### src/hw/mul_pkg.sv
package mul_pkg;

	localparam int XLEN        = 64;
	localparam int EXT_W       = 66;  // one spare bit for sign, one for booth pairing.
	localparam int ACC_W       = 130;
	localparam int BOOTH_STEPS = 33;  // EXT_W / 2 groups.
	localparam int STEP_CNT_W  = 6;

	typedef logic [XLEN-1:0]       xlen_t;
	typedef logic [EXT_W-1:0]      ext_t;
	typedef logic [ACC_W-1:0]      acc_t;
	typedef logic [2:0]            booth_grp_t;
	typedef logic [STEP_CNT_W-1:0] step_cnt_t;

	typedef enum logic [2:0] {
		OP_MUL    = 3'd0,
		OP_MULH   = 3'd1,
		OP_MULHSU = 3'd2,
		OP_MULHU  = 3'd3,
		OP_MULW   = 3'd4
	} mul_op_t;

	typedef enum logic [1:0] {
		ST_IDLE   = 2'd0,
		ST_RUN    = 2'd1,
		ST_FINISH = 2'd2
	} mul_state_t;

	// request as held by the issue stage.
	typedef struct packed {
		mul_op_t op;
		xlen_t   src1;
		xlen_t   src2;
	} mul_req_t;

	// extended operands into the booth core.
	typedef struct packed {
		ext_t mcand;
		ext_t mplier;
	} mul_operands_t;

endpackage
### src/hw/mul_unit.sv
`timescale 1ns/1ps

module mul_unit import mul_pkg::*; (
	input  logic     clk,
	input  logic     rst_n,
	input  logic     mul_valid,
	input  mul_req_t req,
	output logic     busy,
	output logic     done,
	output xlen_t    result
);

	logic          load;
	logic          step;
	logic          finish;
	logic          rem_trivial;
	mul_operands_t opnds;
	acc_t          acc;

	mul_ctrl u_ctrl (
		.clk         (clk),
		.rst_n       (rst_n),
		.mul_valid   (mul_valid),
		.rem_trivial (rem_trivial),
		.load        (load),
		.step        (step),
		.finish      (finish),
		.busy        (busy),
		.done        (done)
	);

	mul_operand_prep u_prep (
		.req   (req),
		.opnds (opnds)
	);

	booth_accum u_booth (
		.clk         (clk),
		.rst_n       (rst_n),
		.load        (load),
		.step        (step),
		.opnds       (opnds),
		.acc         (acc),
		.rem_trivial (rem_trivial)
	);

	// op is sampled on load, req is still held then.
	mul_result_sel u_res (
		.clk    (clk),
		.rst_n  (rst_n),
		.load   (load),
		.finish (finish),
		.op     (req.op),
		.acc    (acc),
		.result (result)
	);

endmodule

### src/hw/mul_result_sel.sv
`timescale 1ns/1ps

module mul_result_sel import mul_pkg::*; (
	input  logic    clk,
	input  logic    rst_n,
	input  logic    load,
	input  logic    finish,
	input  mul_op_t op,
	input  acc_t    acc,
	output xlen_t   result
);

	mul_op_t op_q;
	xlen_t   res_lo;
	xlen_t   res_hi;
	xlen_t   res_word;
	xlen_t   res_sel;

	assign res_lo   = acc[XLEN-1:0];
	assign res_hi   = acc[2*XLEN-1:XLEN];
	assign res_word = {{(XLEN-32){acc[31]}}, acc[31:0]};

	always_comb begin
		case (op_q)
		OP_MUL: begin
			res_sel = res_lo;
		end
		OP_MULH, OP_MULHSU, OP_MULHU: begin
			res_sel = res_hi;
		end
		OP_MULW: begin
			res_sel = res_word;
		end
		default: begin
			res_sel = res_lo;
		end
		endcase
	end

	always_ff @(posedge clk or negedge rst_n) begin
		if (!rst_n) begin
			op_q   <= OP_MUL;
			result <= '0;
		end else begin
			if (load)
				op_q <= op;
			if (finish)
				result <= res_sel;  // held until the next finish.
		end
	end

endmodule

### src/hw/booth_accum.sv
`timescale 1ns/1ps

module booth_accum import mul_pkg::*; (
	input  logic          clk,
	input  logic          rst_n,
	input  logic          load,
	input  logic          step,
	input  mul_operands_t opnds,
	output acc_t          acc,
	output logic          rem_trivial
);

	acc_t           mcand_q;
	logic [EXT_W:0] mplier_q;  // multiplier with the pending low bit below it.
	booth_grp_t     grp;
	acc_t           mcand_x2;
	acc_t           pp_mag;
	logic           pp_neg;
	acc_t           acc_nxt;

	assign grp      = mplier_q[2:0];
	assign mcand_x2 = mcand_q << 1;

	// radix-4 recoding.
	always_comb begin
		pp_mag = '0;
		pp_neg = 1'b0;
		case (grp)
		3'b001, 3'b010: begin
			pp_mag = mcand_q;
		end
		3'b011: begin
			pp_mag = mcand_x2;
		end
		3'b100: begin
			pp_mag = mcand_x2;
			pp_neg = 1'b1;
		end
		3'b101, 3'b110: begin
			pp_mag = mcand_q;
			pp_neg = 1'b1;
		end
		default: begin
			pp_mag = '0;
			pp_neg = 1'b0;
		end
		endcase
	end

	// subtract as invert plus carry in.
	assign acc_nxt = acc + (pp_mag ^ {ACC_W{pp_neg}}) + acc_t'(pp_neg);

	// all ones or all zeros left, nothing more to add.
	assign rem_trivial = (&mplier_q) | ~(|mplier_q);

	always_ff @(posedge clk) begin
		if (load) begin
			mcand_q <= {{(ACC_W-EXT_W){opnds.mcand[EXT_W-1]}}, opnds.mcand};
		end else if (step) begin
			mcand_q <= mcand_q << 2;
		end
	end

	always_ff @(posedge clk or negedge rst_n) begin
		if (!rst_n) begin
			mplier_q <= '0;
			acc      <= '0;
		end else if (load) begin
			mplier_q <= {opnds.mplier, 1'b0};
			acc      <= '0;
		end else if (step) begin
			mplier_q <= {{2{mplier_q[EXT_W]}}, mplier_q[EXT_W:2]};  // arithmetic shift.
			acc      <= acc_nxt;
		end
	end

	a_load_step_excl: assert property (@(posedge clk) disable iff (!rst_n)
		!(load && step));

endmodule

### src/hw/mul_operand_prep.sv
`timescale 1ns/1ps

module mul_operand_prep import mul_pkg::*; (
	input  mul_req_t      req,
	output mul_operands_t opnds
);

	logic  src1_signed;
	logic  src2_signed;
	logic  word_mode;
	xlen_t src1_w;
	xlen_t src2_w;

	// low half of MUL is the same either way, keep it signed.
	always_comb begin
		src1_signed = 1'b1;
		src2_signed = 1'b1;
		word_mode   = 1'b0;
		case (req.op)
		OP_MULHSU: begin
			src2_signed = 1'b0;
		end
		OP_MULHU: begin
			src1_signed = 1'b0;
			src2_signed = 1'b0;
		end
		OP_MULW: begin
			word_mode = 1'b1;
		end
		default: begin
			word_mode = 1'b0;
		end
		endcase
	end

	// word mode works on the low 32 bits only.
	assign src1_w = word_mode ? {{(XLEN-32){req.src1[31]}}, req.src1[31:0]} : req.src1;
	assign src2_w = word_mode ? {{(XLEN-32){req.src2[31]}}, req.src2[31:0]} : req.src2;

	assign opnds.mcand  = {{(EXT_W-XLEN){src1_signed & src1_w[XLEN-1]}}, src1_w};
	assign opnds.mplier = {{(EXT_W-XLEN){src2_signed & src2_w[XLEN-1]}}, src2_w};

endmodule

### src/hw/mul_ctrl.sv
`timescale 1ns/1ps

module mul_ctrl import mul_pkg::*; (
	input  logic clk,
	input  logic rst_n,
	input  logic mul_valid,
	input  logic rem_trivial,
	output logic load,
	output logic step,
	output logic finish,
	output logic busy,
	output logic done
);

	mul_state_t state;
	mul_state_t state_nxt;
	step_cnt_t  step_cnt;
	logic       last_step;

	// the request is still up in the done cycle, so it must not reload.
	assign load   = (state == ST_IDLE) && mul_valid && !done;
	assign step   = (state == ST_RUN);
	assign finish = (state == ST_FINISH);
	assign busy   = mul_valid && !done;

	// remaining groups add nothing, or the last group is being consumed.
	assign last_step = rem_trivial || (step_cnt == step_cnt_t'(BOOTH_STEPS - 1));

	always_comb begin
		state_nxt = state;
		case (state)
		ST_IDLE: begin
			if (load)
				state_nxt = ST_RUN;
		end
		ST_RUN: begin
			if (last_step)
				state_nxt = ST_FINISH;
		end
		ST_FINISH: begin
			state_nxt = ST_IDLE;
		end
		default: begin
			state_nxt = ST_IDLE;
		end
		endcase
	end

	always_ff @(posedge clk or negedge rst_n) begin
		if (!rst_n) begin
			state <= ST_IDLE;
		end else begin
			state <= state_nxt;
		end
	end

	always_ff @(posedge clk or negedge rst_n) begin
		if (!rst_n) begin
			step_cnt <= '0;
		end else if (load) begin
			step_cnt <= '0;
		end else if (step) begin
			step_cnt <= step_cnt + step_cnt_t'(1);
		end
	end

	// registered so it lines up with the result register.
	always_ff @(posedge clk or negedge rst_n) begin
		if (!rst_n) begin
			done <= 1'b0;
		end else begin
			done <= finish;
		end
	end

	a_step_cnt_bound: assert property (@(posedge clk) disable iff (!rst_n)
		step_cnt <= step_cnt_t'(BOOTH_STEPS));

	a_done_single: assert property (@(posedge clk) disable iff (!rst_n)
		done |=> !done);

endmodule

### config.mk
export PLATFORM = sky130hd
export DESIGN_NAME = mul_unit
export DESIGN_NICKNAME = d
export VERILOG_FILES = /design/src/hw/mul_pkg.sv /design/src/hw/mul_unit.sv /design/src/hw/mul_result_sel.sv /design/src/hw/booth_accum.sv /design/src/hw/mul_operand_prep.sv /design/src/hw/mul_ctrl.sv
export SDC_FILE = /design/constraint.sdc
export NUM_CORES = 1
export LEC_CHECK = 0
export BUFFER_PORTS_ARGS = -buffer_cell sky130_fd_sc_hd__buf_2
export CAP_MARGIN = 25
export CORE_MARGIN = 2
export CORE_UTILIZATION = 45
export DETAILED_ROUTE_END_ITERATION = 6
export PLACE_DENSITY_LB_ADDON = 0.05
export RECOVER_POWER = 25
export SYNTH_ARGS = -nofsm -noshare
export SYNTH_HDL_FRONTEND = slang
export SYNTH_SLANG_ARGS = --single-unit
### constraint.sdc
create_clock -name clk -period 4.8 [get_ports clk]
set_clock_uncertainty 0.15 [all_clocks]
set_input_delay 0 -clock clk [delete_from_list [all_inputs] [get_ports clk]]
set_output_delay 0 -clock clk [all_outputs]
set_load 0.03 [all_outputs]
# Word-level counts from Yosys, hierarchy flattened
# Index checks and enable logic that the tools add are counted.
classes:
  reduce_logical: 15
  add_sub_neg: 3
  n_mux: 19
  bitwise_logic: 5
  n_eq_ne: 18
ops:
  columns: ["operator", "count"]
  rows:
  - ["2-to-1 mux 130 bit", 4]
  - ["case mux 130 bit (2 select lines)", 1]
  - ["adder 130 x 1 -> 130 bit", 1]
  - ["adder 130 bit", 1]
  - ["XOR 130 bit", 1]
  - ["2-to-1 mux 64 bit", 2]
  - ["case mux 64 bit (2 select lines)", 1]
  - ["2-to-1 mux 67 bit", 1]
  - ["AND reduction 67 bit", 1]
  - ["OR reduction 67 bit", 1]
  - ["2-to-1 mux 66 bit", 1]
  - ["equality test 3 x 2 -> 1 bit (second input constant)", 6]
  - ["equality test 3 bit (second input constant)", 5]
  - ["2-to-1 mux 6 bit", 2]
  - ["adder 6 x 1 -> 6 bit (second input constant)", 1]
  - ["equality test 3 x 1 -> 1 bit (second input constant)", 2]
  - ["equality test 6 bit (second input constant)", 1]
  - ["OR reduction 3 bit", 2]
  - ["2-to-1 mux 1 bit", 4]
  - ["2-to-1 mux 2 bit", 2]
  - ["case mux 2 bit (2 select lines)", 1]
  - ["OR reduction 2 bit", 2]
  - ["OR reduction 4 bit", 1]
  - ["logical AND 1 bit", 3]
  - ["other kinds (12)", 13]
totals:
  ff_bits: 403

# Logic depth before layout (Yosys ltp)
depth:
  depth_word: 8
  depth_mapped: 21
  mapped_depth_nobuf: 18

# By module
# Synthesis repeated with hierarchy kept, for this count alone.
hier_totals:
  hier_cells: 3370
  hier_area_um2: 29439.5
by_module_without_submodules:
  columns: ["module", "seq_area_each_um2", "cells_per_inst", "area_each_um2", "n_inst"]
  rows:
  - ["booth_accum", 8833.5, 2814, 24755.0, 1]
  - ["mul_result_sel", 1676.6, 362, 3111.7, 1]
  - ["mul_operand_prep", 0.0, 155, 1133.6, 1]
  - ["mul_ctrl", 225.2, 39, 439.2, 1]

# Worst setup path before layout
# OpenSTA, ideal clock, no wires.
synth_timing:
  kind: "register to register"
  startpoint: "register u_booth.mplier_q[2]"
  endpoint: "register u_booth.acc[124]"
  stages_incl_launch_ff: 20
  slack_ns: -0.003
  synth_period_minus_slack_ns: 4.803
  t_arrival_ns: 4.524
  t_required_ns: 4.521
  cell_sequence: "dfrtp_1 -> clkbuf_1 -> buf_1 -> buf_1 -> xor2_1 -> a22oi_1 -> o21ai_0 -> ha_1 -> and2b_1 -> o211ai_1 -> a21oi_1 -> o311a_1 -> o2111ai_1 -> a2111oi_2 -> o21ai_1 -> a2111oi_2 -> o2111a_1 -> a41o_1 -> xnor2_1 -> o21ai_1"
synth_between:
  elab_chain_cells: 8
  elab_cells_between_ends: 16
  classes_between: "2 x add/sub; 6 x eq/ne; 4 x mux; 1 x bitwise; 3 x reduce/logical"
synth_lines:
  columns: ["element", "line", "text"]
  rows:
  - ["start, declared", "booth_accum.sv:14", "logic [EXT_W:0] mplier_q;"]
  - ["start signal, assigned", "booth_accum.sv:69", "mplier_q <= {opnds.mplier, 1'b0};"]
  - ["start signal, assigned", "booth_accum.sv:72", "mplier_q <= {{2{mplier_q[EXT_W]}}, mplier_q[EXT_W:2]};"]
  - ["equality test 3 x 1 -> 1 bit, or another cell as far along", "booth_accum.sv:28", "case (grp)"]
  - ["OR reduction 4 bit (no line), or another cell as far along", null, null]
  - ["case mux 130 bit (2 select lines) or 2-to-1 mux 1 bit (tied branches)", "booth_accum.sv:28", null]
  - ["XOR 130 bit", "booth_accum.sv:51", "assign acc_nxt = acc + (pp_mag ^ {ACC_W{pp_neg}}) + acc_t'(pp_neg);"]
  - ["adder 130 bit", "booth_accum.sv:51", null]
  - ["adder 130 x 1 -> 130 bit *", "booth_accum.sv:51", null]
  - ["2-to-1 mux 130 bit *", "booth_accum.sv:71", "end else if (step) begin"]
  - ["2-to-1 mux 130 bit *", "booth_accum.sv:68", "end else if (load) begin"]
  - ["end signal, assigned", "booth_accum.sv:73", "acc <= acc_nxt;"]
  - ["end, declared", "booth_accum.sv:9", "output acc_t acc,"]
# Every way passes the cells marked *; elsewhere a longest branch is shown, timed or not. The select of a mux whose other input is x is not followed.
# A chain may end at the register's enable or synchronous reset.

# Worst setup path in the final report
layout_timing:
  startpoint: "register u_booth.mplier_q[0]"
  endpoint: "register u_booth.acc[125]"
# The elaborated chain is that of the path after synthesis.

==> impl_metrics.tcl <==
set metrics [dict create \
    ys_async_sr_fraction_pct 67.92 \
    worstHoldStart "mul_valid" \
    place_congestion 0.9841 \
    worst_slew_pin_slew_ns 3.106 \
    synthTopCellsByCount "nand2_1 (529), o21ai_0 (434), dfrtp_1 (271)" \
    grt_setup_unrepaired "true" \
    syn_area_per_cell_um2 8.325 \
    path_cells "buf_4, xor2_4, buf_4, clkbuf_16, a22oi_1, o21ai_0, ha_1, nand2_1, buf_4, nor3_2, nand2_1, nor3_1, buf_4, nand2b_1, a21oi_2, buf_4, o2111ai_4, a31o_4, o31a_1, buf_4, o2111ai_2, nand3_1" \
    holdWs_ns 0.02454 \
    dieArea_um2 64890 \
    fin_area_um2 37170 \
    holdPathEnd "u_booth.mplier_q[22]" \
    die_y_um 254.7 \
    drv_slew 274 \
    end_kind "register" \
    hold_viol 0 \
    grt_max_degree 129 \
    drcViolationCount 3 \
    cp_common_cell "buf_4" \
    cts_buffer_depth 3 \
    finalSetupViolations 0 \
    syn-cell-area_um2 28290 \
    antenna_found_initial 1 \
    synth-seq-cells 399 \
    io_pins 200 \
    yosysSeqAreaShare_pct 37.56 \
    r2r_slack_ns 0.006 \
    vias 29019 \
    worstHoldPathCells 4 \
    ys.flop_type "dfrtp_1" \
    core_area_um2 61940 \
    fill_cells 5539 \
    drt_pre_antenna_iters 7 \
    groute.usage.overall_pct 31.10 \
    wirelength_um 102900 \
    reg2reg_depth 22 \
    synth_cells 3398 \
    dr.first_iter.drc_count 2739 \
    clk_latency_ns 0.61 \
    synth_top_cells_by_area "dfrtp_1 (24%), edfxtp_1 (14%), o21ai_0 (7.7%)" \
    hpwl_um 75130 \
    synth.largest_area_cell "dfrtp_1" \
    nets 4353 \
    die_x_um 254.7 \
    cts_max_level 2 \
    wl_met3_um 6247 \
    cts_sinks 399 \
    timing.rr.end "u_booth.acc[125]" \
    path_class "reg -> reg" \
    worst_ep_required_time_ns 5.13 \
    synth_nets 3687 \
    cts_buffers 48 \
    wl_met2_um 46550 \
    ant_nets 0 \
    yosysMostFrequentCell "nand2_1" \
    cp_data_arrival_time_ns 5.13 \
    wl_met1_um 47690 \
    crit_fanout 20 \
    grt_pass1_vias 28025 \
    start_util_pct 45.67 \
    fmax_mhz 208.6 \
    period_share_pct 99.88 \
    portBuffers 199 \
    slew_headroom_pct -107.1 \
    yosysUniqueCellTypes 73 \
    top_layer "met4" \
    setup_tns_ns 0 \
    tritoncts "built" \
    crit_family "compound AO/OA/AOI/OAI gates" \
    antenna_cells 0 \
    fin_util_pct 60.01 \
    slowest_delay_ns 0.44 \
    routedWlPerCell_um 20.83 \
    area_growth_pct 31.38 \
    path_clk_slew_ns 0.06 \
    rows 91 \
    placed_area_um2 33280 \
    slowest_stage "ha_1" \
    maxCapViolCount 3 \
    grt_overflow 0 \
    cts-root-buf "clkbuf_16" \
    violations "DRC, capacitance limit, slew limit" \
    ys_warn_count 0 \
    rr_startpoint "u_booth.mplier_q[0]" \
    min_period_ns 4.794 \
    drive_gt1_share_pct 20.49 \
    multi_input_area_um2 17280 \
    synth_edf_count 128 \
    grt_pass1_wl_um 158900 \
    status "finished with violations" \
    critPathBufInv 7 \
    critPathLaunchType "register" \
    seqCellArea_um2 10630 \
    hold_class "in -> reg" \
    via_per_inst 5.873 \
    synth_top_area_share_pct 23.97 \
]
[state kept, by name (all words and copies together) (netlist names)]
register	cells
u_booth.acc	128
u_ctrl.step_cnt	6
u_booth.mcand_q	128
u_ctrl.state	2
u_booth.mplier_q	67
u_res.op_q	3
u_res.result	64
u_ctrl.done	1
[cell families (layout without fill, tap and decap cells)]
| logic type | Yosys count | after routing | synth area share (%) |
|---|---|---|---|
| AO/OA/AOI/OAI | 1277 | 1277 | 27.68 |
| AND/OR/NAND/NOR | 1012 | 1012 | 15.35 |
| flip-flops | 399 | 399 | 37.56 |
| buffers and inverters | 273 | 979 | 3.640 |
| XOR/XNOR | 247 | 247 | 7.647 |
| adder cells (fa/ha/maj) | 155 | 155 | 6.882 |
| multiplexers | 35 | 35 | 1.243 |
[layer usage]
layer  vias up  GRT usage, %
met3       157         3.664
li1      13696             -
met5         -             0
met1     14050         45.27
met4         0         7.719
met2      1116         49.17
[cell usage in the layout, fill, tap and decap left out, types with 79 or more instances in the layout]
master / synthesis / layout
nor2_1: 253 / 241
ha_1: 154 / 153
a21oi_1: 270 / 242
nand2_1: 529 / 525
buf_4: 0 / 469
edfxtp_1: 128 / 128
a22oi_1: 191 / 189
o21ai_0: 434 / 382
a21o_1: 130 / 130
dfrtp_1: 271 / 268
dlygate4sd3_1: 0 / 138
clkbuf_1: 208 / 79
buf_2: 4 / 134
xor2_1: 178 / 174
[area by class of cell]
cell class	count	share of cell area (%)
Inverter	52	0.5319
Clock buffer	68	3.740
Multi-Input combinational cell	2726	46.48
Clock inverter	22	0.7675
Tap cell	837	2.818
Sequential cell	399	28.60
Timing Repair Buffer	837	17.06
[stage by stage]
stage | instances | worst slack, ns
2_1_floorplan | 3398 | 0.1403
4_1_cts | 4912 | 0.003525
6_report | 4941 | 0.005955
5_1_grt | 4941 | -0.09790
3_3_place_gp | 4678 | -0.2346
3_5_place_dp | 4680 | -0.2447
[worst min-delay path, stage by stage]
cell	delay [ns]
buf_2	0.07
nand2b_1	0.28
a22oi_1	0.27
o21ai_0	0.09
[what timing repair did]
item,in CTS,in global routing
hold buffers,139,0
cloned,0,2
resized for setup,38,149
pin swaps,10,59
setup endpoints to repair,25,49
endpoints found under the hold margin,233,0
setup buffers,3,25
[worst max path at each step]
stage,cells past startpoint,startpoint,slack [ns],endpoint
2_1_floorplan,19,u_booth.mplier_q[2],0.14,u_booth.acc[92]
3_3_place_gp,21,u_booth.mplier_q[2],-0.23,u_booth.acc[71]
3_5_place_dp,21,u_booth.mplier_q[2],-0.24,u_booth.acc[124]
4_1_cts,19,u_booth.mplier_q[2],0.004,u_booth.acc[124]
5_1_grt,22,u_booth.mplier_q[0],-0.1,u_booth.acc[117]
6_report,22,u_booth.mplier_q[0],0.006,u_booth.acc[125]
Power is not shown: default switching activity piles up to over one toggle a cycle in this logic, so the estimate is an artifact.
